[src/lsu_pkg.sv]
// Shared types, size codes and bus/write-back structs of the load/store unit, imported by all RTL
`default_nettype none

package lsu_pkg;

  //////////////////////////////////////////////////////////////////////
  // Basic widths
  //////////////////////////////////////////////////////////////////////

  typedef logic [31:0] word_t;    // Data word
  typedef logic [31:0] addr_t;    // Byte address
  typedef logic [3:0]  be_t;      // One enable per byte lane
  typedef logic [1:0]  offset_t;  // Byte offset inside a word

  // Access size, same encoding as funct3[1:0] of loads and stores
  typedef enum logic [1:0] {
    SIZE_BYTE = 2'b00,
    SIZE_HALF = 2'b01,
    SIZE_WORD = 2'b10
  } lsu_size_e;

  // Phase of a possibly split access
  typedef enum logic {
    SPLIT_FIRST  = 1'b0,
    SPLIT_SECOND = 1'b1
  } split_e;

  //////////////////////////////////////////////////////////////////////
  // Structs
  //////////////////////////////////////////////////////////////////////

  // Request from the execute stage
  typedef struct packed {
    word_t     op_a;   // Base register
    word_t     op_b;   // Immediate offset
    word_t     wdata;  // Store data, unaligned
    logic      we;     // 1 for store
    lsu_size_e size;
    logic      sext;   // Sign-extend loaded value
  } lsu_req_t;

  // Address phase of one bus transaction
  typedef struct packed {
    addr_t addr;
    logic  we;
    be_t   be;
    word_t wdata;
  } bus_req_t;

  // Write-back info kept per transaction in flight
  typedef struct packed {
    lsu_size_e size;
    logic      sext;
    logic      we;
    offset_t   offset;  // Offset of the original access
    logic      last;    // Low only for first half of a split
  } wb_ctrl_t;

endpackage

`default_nettype wire
[src/lsu_top.sv]
// Top level of the load/store unit, connects the execute stage, the data bus and write-back
`default_nettype none

module lsu_top #(
  parameter int MAX_OUTSTANDING = 2   // Transactions allowed in flight
) (
  input  wire logic              clk,
  input  wire logic              rst_n,

  // Core request
  input  wire logic              req_valid_i,
  input  wire lsu_pkg::lsu_req_t req_i,
  output logic                   req_ready_o,

  // Core result
  output logic                   res_valid_o,
  output lsu_pkg::word_t         res_rdata_o,
  output logic                   busy_o,

  // OBI-style data bus
  output logic                   bus_req_o,
  output lsu_pkg::bus_req_t      bus_o,
  input  wire logic              bus_gnt_i,
  input  wire logic              bus_rvalid_i,
  input  wire lsu_pkg::word_t    bus_rdata_i
);

  import lsu_pkg::*;

  logic     split;       // First half of a split
  logic     last;        // Transfer ends the instruction
  logic     grant;       // Transfer accepted
  logic     rsp_valid;
  wb_ctrl_t rsp_ctrl;    // Head of the control queue

  //////////////////////////////////////////////////////////////////////
  // Execute side
  //////////////////////////////////////////////////////////////////////

  lsu_addr_gen u_addr_gen (
    .clk         (clk),
    .rst_n       (rst_n),
    .req_valid_i (req_valid_i),
    .req_i       (req_i),
    .grant_i     (grant),
    .issue_o     (bus_o),         // Straight onto the bus
    .split_o     (split),
    .last_o      (last)
  );

  lsu_txn_ctrl #(
    .MAX_OUTSTANDING (MAX_OUTSTANDING)
  ) u_txn_ctrl (
    .clk          (clk),
    .rst_n        (rst_n),
    .req_valid_i  (req_valid_i),
    .split_i      (split),
    .last_i       (last),
    .req_i        (req_i),
    .bus_gnt_i    (bus_gnt_i),
    .bus_rvalid_i (bus_rvalid_i),
    .bus_req_o    (bus_req_o),
    .grant_o      (grant),
    .req_ready_o  (req_ready_o),
    .busy_o       (busy_o),
    .rsp_valid_o  (rsp_valid),
    .rsp_ctrl_o   (rsp_ctrl)
  );

  //////////////////////////////////////////////////////////////////////
  // Write-back side
  //////////////////////////////////////////////////////////////////////

  lsu_rdata_align u_rdata_align (
    .clk         (clk),
    .rst_n       (rst_n),
    .rsp_valid_i (rsp_valid),
    .rsp_ctrl_i  (rsp_ctrl),
    .bus_rdata_i (bus_rdata_i),
    .res_valid_o (res_valid_o),
    .res_rdata_o (res_rdata_o)
  );

endmodule

`default_nettype wire

[src/lsu_rdata_align.sv]
// Write-back stage instantiated by the load/store unit top to merge, realign and extend read data
`default_nettype none

module lsu_rdata_align (
  input  wire logic              clk,
  input  wire logic              rst_n,
  input  wire logic              rsp_valid_i,   // Bus response this cycle
  input  wire lsu_pkg::wb_ctrl_t rsp_ctrl_i,    // Control entry of that response
  input  wire lsu_pkg::word_t    bus_rdata_i,
  output logic                   res_valid_o,   // One per instruction
  output lsu_pkg::word_t         res_rdata_o
);

  import lsu_pkg::*;

  word_t       rdata_q;       // Raw word of a split load's first half
  logic        is_split;
  logic [63:0] rdata_full;    // Upper word over lower word
  word_t       rdata_shift;   // Realigned word in the low lanes
  word_t       rdata_ext;

  // First half of a split load keeps its raw word
  always_ff @(posedge clk or negedge rst_n) begin
    if (!rst_n) begin
      rdata_q <= '0;
    end else if (rsp_valid_i && !rsp_ctrl_i.last && !rsp_ctrl_i.we) begin
      rdata_q <= bus_rdata_i;
    end
  end

  //////////////////////////////////////////////////////////////////////
  // Realignment
  //////////////////////////////////////////////////////////////////////

  // Same crossing rule as the execute side
  assign is_split = ((rsp_ctrl_i.size == SIZE_WORD) && (rsp_ctrl_i.offset != 2'b00)) ||
                    ((rsp_ctrl_i.size == SIZE_HALF) && (rsp_ctrl_i.offset == 2'b11));

  // Unsplit word doubled so the shift wraps upper lanes down
  assign rdata_full  = is_split ? {bus_rdata_i, rdata_q} : {bus_rdata_i, bus_rdata_i};
  assign rdata_shift = word_t'(rdata_full >> {rsp_ctrl_i.offset, 3'b000});

  //////////////////////////////////////////////////////////////////////
  // Extension
  //////////////////////////////////////////////////////////////////////

  always_comb begin
    unique case (rsp_ctrl_i.size)
      SIZE_BYTE: rdata_ext = {{24{rsp_ctrl_i.sext && rdata_shift[7]}}, rdata_shift[7:0]};
      SIZE_HALF: rdata_ext = {{16{rsp_ctrl_i.sext && rdata_shift[15]}}, rdata_shift[15:0]};
      default:   rdata_ext = rdata_shift;
    endcase
  end

  // Result only on the last part of loads and stores
  assign res_valid_o = rsp_valid_i && rsp_ctrl_i.last;
  assign res_rdata_o = rdata_ext;

endmodule

`default_nettype wire

[src/lsu_txn_ctrl.sv]
// Bus handshake of the load/store unit: outstanding count and queue of write-back control entries
`default_nettype none

module lsu_txn_ctrl #(
  parameter int MAX_OUTSTANDING = 2
) (
  input  wire logic              clk,
  input  wire logic              rst_n,
  input  wire logic              req_valid_i,
  input  wire logic              split_i,       // First half of a split in progress
  input  wire logic              last_i,        // Transfer ends the instruction
  input  wire lsu_pkg::lsu_req_t req_i,
  input  wire logic              bus_gnt_i,
  input  wire logic              bus_rvalid_i,
  output logic                   bus_req_o,
  output logic                   grant_o,       // Transfer accepted this cycle
  output logic                   req_ready_o,   // Instruction address phase done
  output logic                   busy_o,
  output logic                   rsp_valid_o,
  output lsu_pkg::wb_ctrl_t      rsp_ctrl_o     // Entry of the current response
);

  import lsu_pkg::*;

  localparam int CNT_W = $clog2(MAX_OUTSTANDING + 1);
  localparam int PTR_W = (MAX_OUTSTANDING > 1) ? $clog2(MAX_OUTSTANDING) : 1;

  typedef logic [CNT_W-1:0] cnt_t;
  typedef logic [PTR_W-1:0] ptr_t;

  cnt_t     cnt_q;                          // Transactions in flight
  cnt_t     cnt_d;
  ptr_t     wr_ptr_q;                       // Push on grant
  ptr_t     rd_ptr_q;                       // Pop on response
  wb_ctrl_t queue_q [MAX_OUTSTANDING];      // One entry per transaction in flight
  wb_ctrl_t entry;                          // Entry for the transfer being granted

  // Wrap a queue pointer at the queue depth
  function automatic ptr_t next_ptr(ptr_t p);
    if (p == PTR_W'(MAX_OUTSTANDING - 1)) begin
      return '0;
    end
    return p + 1'b1;
  endfunction

  //////////////////////////////////////////////////////////////////////
  // Handshake
  //////////////////////////////////////////////////////////////////////

  assign bus_req_o   = req_valid_i && (cnt_q < CNT_W'(MAX_OUTSTANDING)); // No room, hold off
  assign grant_o     = bus_req_o && bus_gnt_i;
  assign req_ready_o = grant_o && last_i;
  assign busy_o      = (cnt_q != '0) || req_valid_i;

  //////////////////////////////////////////////////////////////////////
  // Outstanding counter
  //////////////////////////////////////////////////////////////////////

  always_comb begin
    unique case ({grant_o, bus_rvalid_i})
      2'b10:   cnt_d = cnt_q + 1'b1;
      2'b01:   cnt_d = cnt_q - 1'b1;
      default: cnt_d = cnt_q;      // Idle, or grant and response cancel out
    endcase
  end

  always_ff @(posedge clk or negedge rst_n) begin
    if (!rst_n) begin
      cnt_q <= '0;
    end else begin
      cnt_q <= cnt_d;
    end
  end

  //////////////////////////////////////////////////////////////////////
  // Write-back control queue
  //////////////////////////////////////////////////////////////////////

  always_comb begin
    entry.size   = req_i.size;
    entry.sext   = req_i.sext;
    entry.we     = req_i.we;
    entry.offset = req_i.op_a[1:0] + req_i.op_b[1:0];  // Low bits of the address sum
    entry.last   = !split_i;
  end

  // Pointers
  always_ff @(posedge clk or negedge rst_n) begin
    if (!rst_n) begin
      wr_ptr_q <= '0;
      rd_ptr_q <= '0;
    end else begin
      if (grant_o) begin
        wr_ptr_q <= next_ptr(wr_ptr_q);
      end
      if (bus_rvalid_i) begin
        rd_ptr_q <= next_ptr(rd_ptr_q);
      end
    end
  end

  // Entry storage, written only on grant
  always_ff @(posedge clk) begin
    if (grant_o) begin
      queue_q[wr_ptr_q] <= entry;
    end
  end

  // Responses are in order, so the head belongs to the response
  assign rsp_valid_o = bus_rvalid_i;
  assign rsp_ctrl_o  = queue_q[rd_ptr_q];

endmodule

`default_nettype wire

[src/lsu_addr_gen.sv]
// Execute side of the load/store unit: address, byte enables, store data rotation and split phase
`default_nettype none

module lsu_addr_gen (
  input  wire logic              clk,
  input  wire logic              rst_n,
  input  wire logic              req_valid_i,  // Core has an access pending
  input  wire lsu_pkg::lsu_req_t req_i,
  input  wire logic              grant_i,      // Current transfer accepted by bus
  output lsu_pkg::bus_req_t      issue_o,      // Transfer to put on the bus
  output logic                   split_o,      // First half of a split access
  output logic                   last_o        // Last transfer of this instruction
);

  import lsu_pkg::*;

  addr_t   addr;          // Effective address
  offset_t offset;        // Byte offset of effective address
  be_t     be;
  word_t   wdata_rot;     // Store data moved onto its byte lanes
  logic    needs_split;   // Access crosses a word boundary
  split_e  split_q;       // Which half is being issued

  assign addr   = req_i.op_a + req_i.op_b;
  assign offset = addr[1:0];

  //////////////////////////////////////////////////////////////////////
  // Split detection
  //////////////////////////////////////////////////////////////////////

  always_comb begin
    needs_split = 1'b0;
    unique case (req_i.size)
      SIZE_HALF: needs_split = (offset == 2'b11);   // Only last lane crosses
      SIZE_BYTE: needs_split = 1'b0;                // Never crosses
      default:   needs_split = (offset != 2'b00);   // Any unaligned word
    endcase
  end

  // Split only flagged while issuing the first half
  assign split_o = req_valid_i && (split_q == SPLIT_FIRST) && needs_split;
  assign last_o  = !split_o;

  //////////////////////////////////////////////////////////////////////
  // Byte enables
  //////////////////////////////////////////////////////////////////////

  always_comb begin
    be = 4'b0000;
    unique case (req_i.size)
      SIZE_BYTE: be = 4'b0001 << offset;
      SIZE_HALF: begin
        if (split_q == SPLIT_FIRST) begin
          be = 4'b0011 << offset;                   // Upper lane cut at bit 3
        end else begin
          be = 4'b0001;                             // Remaining byte in next word
        end
      end
      default: begin
        if (split_q == SPLIT_FIRST) begin
          be = 4'b1111 << offset;                   // Lanes offset..3
        end else begin
          be = (4'b0001 << offset) - 4'b0001;       // Offset count of low lanes
        end
      end
    endcase
  end

  // Rotate store data left by whole bytes, both halves share it
  always_comb begin
    unique case (offset)
      2'b00: wdata_rot = req_i.wdata;
      2'b01: wdata_rot = {req_i.wdata[23:0], req_i.wdata[31:24]};
      2'b10: wdata_rot = {req_i.wdata[15:0], req_i.wdata[31:16]};
      default: wdata_rot = {req_i.wdata[7:0], req_i.wdata[31:8]};
    endcase
  end

  //////////////////////////////////////////////////////////////////////
  // Bus transfer
  //////////////////////////////////////////////////////////////////////

  always_comb begin
    issue_o.we    = req_i.we;
    issue_o.be    = be;
    issue_o.wdata = wdata_rot;
    // Second half always starts at the next aligned word
    if (split_q == SPLIT_SECOND) begin
      issue_o.addr = {addr[31:2], 2'b00} + 32'd4;
    end else begin
      issue_o.addr = addr;
    end
  end

  // Split phase register
  always_ff @(posedge clk or negedge rst_n) begin
    if (!rst_n) begin
      split_q <= SPLIT_FIRST;
    end else if (!req_valid_i) begin
      split_q <= SPLIT_FIRST;                       // Idle, next access starts fresh
    end else if (grant_i) begin
      split_q <= split_o ? SPLIT_SECOND : SPLIT_FIRST;
    end
  end

endmodule

`default_nettype wire

[config.mk]
export PLATFORM = sky130hd
export DESIGN_NAME = lsu_top
export DESIGN_NICKNAME = d
export VERILOG_FILES = /design/src/lsu_pkg.sv /design/src/lsu_top.sv /design/src/lsu_rdata_align.sv /design/src/lsu_txn_ctrl.sv /design/src/lsu_addr_gen.sv
export SDC_FILE = /design/constraint.sdc
export NUM_CORES = 1
export LEC_CHECK = 0
export BUFFER_PORTS_ARGS = -buffer_cell sky130_fd_sc_hd__buf_4
export CAP_MARGIN = 0
export CORE_ASPECT_RATIO = 0.9
export CORE_MARGIN = 2
export CORE_UTILIZATION = 55
export DETAILED_ROUTE_END_ITERATION = 12
export PLACE_DENSITY_LB_ADDON = 0.25
export REMOVE_ABC_BUFFERS = 1
export SLEW_MARGIN = 10
export SYNTH_ARGS = -nofsm -noshare
export SYNTH_HDL_FRONTEND = slang
export SYNTH_SLANG_ARGS = --single-unit
[constraint.sdc]
create_clock -name clk -period 5.8 [get_ports clk]
set_input_delay 0.58 -clock clk [delete_from_list [all_inputs] [get_ports clk]]
set_output_delay 0.58 -clock clk [all_outputs]
set_load 0.05 [all_outputs]
==> metrics <==
status=complete, no violations; Clk network pwr share=0.103; GRT Max-Usage Layer=met2; yosys warns=0; Worst Path Required=about 5200 ps; Post-Route WL=18.7 mm; gr ovfl total=0; Internal Power=~1.6 mW; clock sinks=43; share of cells above drive strength 1=0.315; initial antenna violation count=0; Skew-Pair Late Insertion Delay=290 ps; combinational share of power=0.756; startpoint types=flop; fin crit period=between 4000 and 5000 ps; Max-Cap Viols=0; GR Util met3=0.0311; number of synthesized flops with an enable pin=14; worst r2r dst=u_rdata_align.rdata_q[20]; setup total negative slack=0 ps; CP startpoint=u_txn_ctrl.rd_ptr_q; CTS Buffer Depth=2; commonest non-fill, non-tap cell in the layout=buf_4; Port Buffers=241; RSZ-0062 raised after global routing=no; FF-to-FF Start=u_txn_ctrl.rd_ptr_q; routed via count=7136; Detail Route Antenna Nets=0; fmax=202 MHz; CP arrival=4370 ps; first-pass GRT wire length=30.2 mm; Routability Congestion=0.913; #FFs+latches synth=43; fin crit share=0.854; Crit Path Class=flop to output port; clk slew on worst S/H paths=around 70 ps; register area share after synthesis=0.179; antenna cell count=0; worst clock skew=7.67 ps; initial drt markers=between 600 and 700; Pre-antenna DRT Iters=9; max-slew violation count=0; Synth Instances=826; worst-path fanout max=between 50 and 60; NetSw=2.01 mW; FP Rows=37; CTS tree=yes; hold crit path type=input port to asynchronous set/reset pin; Global Route Usage Sum=0.283; r2r worst-path depth=4; Die W=approximately 120 um; Mapped Area=6400 sq um; sw frac=0.556; met1 Usage GRT=0.388; DPL Wire Length=between 10 and 15 mm; met2 Use GR=0.477; Synth top area share=0.113; Die Ht=106 um; syn avg cell area=a little under 8 sq um; Final Core Density=0.740; Starting Density=0.562; Finish-stage setup viols=0; top cells by area, synth=dfrtp_1 (11%), ha_1 (7.6%), mux2i_1 (7.2%); Worst Tran Pin Value=1130 ps; die area=between 10000 and 15000 sq um; Ports=242; peak supply drop=roughly 0.00024 V; Seq pwr share=0.141; # nets final=1198; synth unique cells=78; drt drc=0; most frequent cells in the layout=buf_4 (247), nand2_1 (98), o21ai_0 (78); area grow syn2layout=31.6%; PD cells=between 400 and 500 nW/um^2; Vias/cell=6.06; CTS buffer count=5; # H-tree levels=2; Final Hold Viols=0; area leader, netlist=dfrtp_1; Hold Slack=~200 ps; Async S/R FF share, synth=0.674; setup bufs post-CTS=0; Top FF cell, synth=dfrtp_1; crit end category=output port; clk root buf=clkbuf_16; Leak=3.71 nW; slack of the worst reg-to-reg path=4010 ps; largest net degree at the start of global routing=66; core box area=11400 sq um; vias in the first global route=~6200; Avg WL per Cell=15.8 um; Max-slew headroom=0.247; Post-CTS Hold Fix Bufs=0; Post-CTS Resized=0
==> through the flow <==
| step | setup WS [ps] | total power [mW] | area [sq um] | std cells |
|---|---|---|---|---|
| after global routing | 391 | 3.79 | 8430 | 1178 |
| after CTS | 846 | 3.59 | 8430 | 1178 |
| after global placement | 1150 | 3.18 | 8230 | 1170 |
| after detailed placement | 1070 | 3.22 | 8230 | 1170 |
| after floorplan | 13.4 | 2.46 | 6160 | 767 |
| final | 846 | 3.61 | 8430 | 1178 |
==> power by group through the flow <==
stage	registers (mW)	clock network, mW	logic (mW)
floorplan	0.485	0	1.97
global route	0.520	0.385	2.89
CTS	0.506	0.373	2.72
finish	0.508	0.372	2.73
global placement	0.502	0	2.68
detailed placement	0.512	0	2.71
==> cells in the mapped netlist (all sizes together), types with 3 or more instances <==
cell      n
or4b      3
a311oi    3
xor2     19
nand2    98
o22ai     4
edfxtp   14
a21oi    65
o21a      5
mux2i    46
nor2     75
and2      8
nor3     13
xnor2    35
clkbuf   42
o21bai    3
and3     10
nand3    30
nand4    13
o211ai   10
mux2     36
o21ai    81
a2111oi   4
nand2b    3
or2       3
and4      5
a21o      7
a31oi     5
inv      11
a211oi   13
dfrtp    29
or3       3
nor3b     3
a222oi   32
ha       39
buf      17
nor2b     5
==> registers in the layout, summed over array words and instances (netlist names) <==
register / cells
u_txn_ctrl.rd_ptr_q: 1
u_txn_ctrl.cnt_q: 2
u_addr_gen.split_q: 1
u_rdata_align.rdata_q: 24
u_txn_ctrl.wr_ptr_q: 1
u_txn_ctrl.queue_q: 14
==> worst max path at each step <==
stage	slack, ps	endpoint	cells after the start
after floorplan	10	res_rdata_o[16]	9
after global placement	1150	bus_o[61]	13
after detailed placement	1070	bus_o[67]	13
after CTS	850	res_rdata_o[30]	11
after global routing	390	res_rdata_o[20]	11
final	850	res_rdata_o[30]	11
==> cell families (layout without fill, tap and decap cells) <==
kind of cell               after synthesis  count (layout)  synth area share
AOI/OAI and AO/OA                      253             253             0.268
xor gates and xnor gates                54              54            0.0750
adders and majority gates               40              40            0.0793
buffers and inverters                   70             266            0.0440
DFF                                     43              43             0.179
muxes                                   83              83             0.139
and+or+nand+nor                        283             283             0.216
==> per-layer routing <==
metal	vias to the layer above	wire length, um	part of all wire
li1	3516	-	-
met1	3274	8210	0.44
met2	316	8730	0.47
met3	30	1330	0.071
met4	0	383	0.021
met5	-	0	0
==> critical path, stage by stage, from the launching register on <==
cell and delay [ps]:
dfrtp_1 680, mux2_2 900, and3_1 260, o21ai_0 80
nand2_1 210, buf_4 390, mux2i_1 230, a211oi_1 100
a211o_1 320, o2111ai_1 400, o21ai_0 240, buf_4 260
==> cell type report <==
cell class	count	area (sq um)
clock buffers	5	125
flip-flops and latches	43	1150
fillers	909	2960
repair buffers	247	1850
clock inverters	3	71.3
multi-input cells	713	4990
well taps	156	195
inverters	11	41.3
Power figures use the tool's default switching activity.
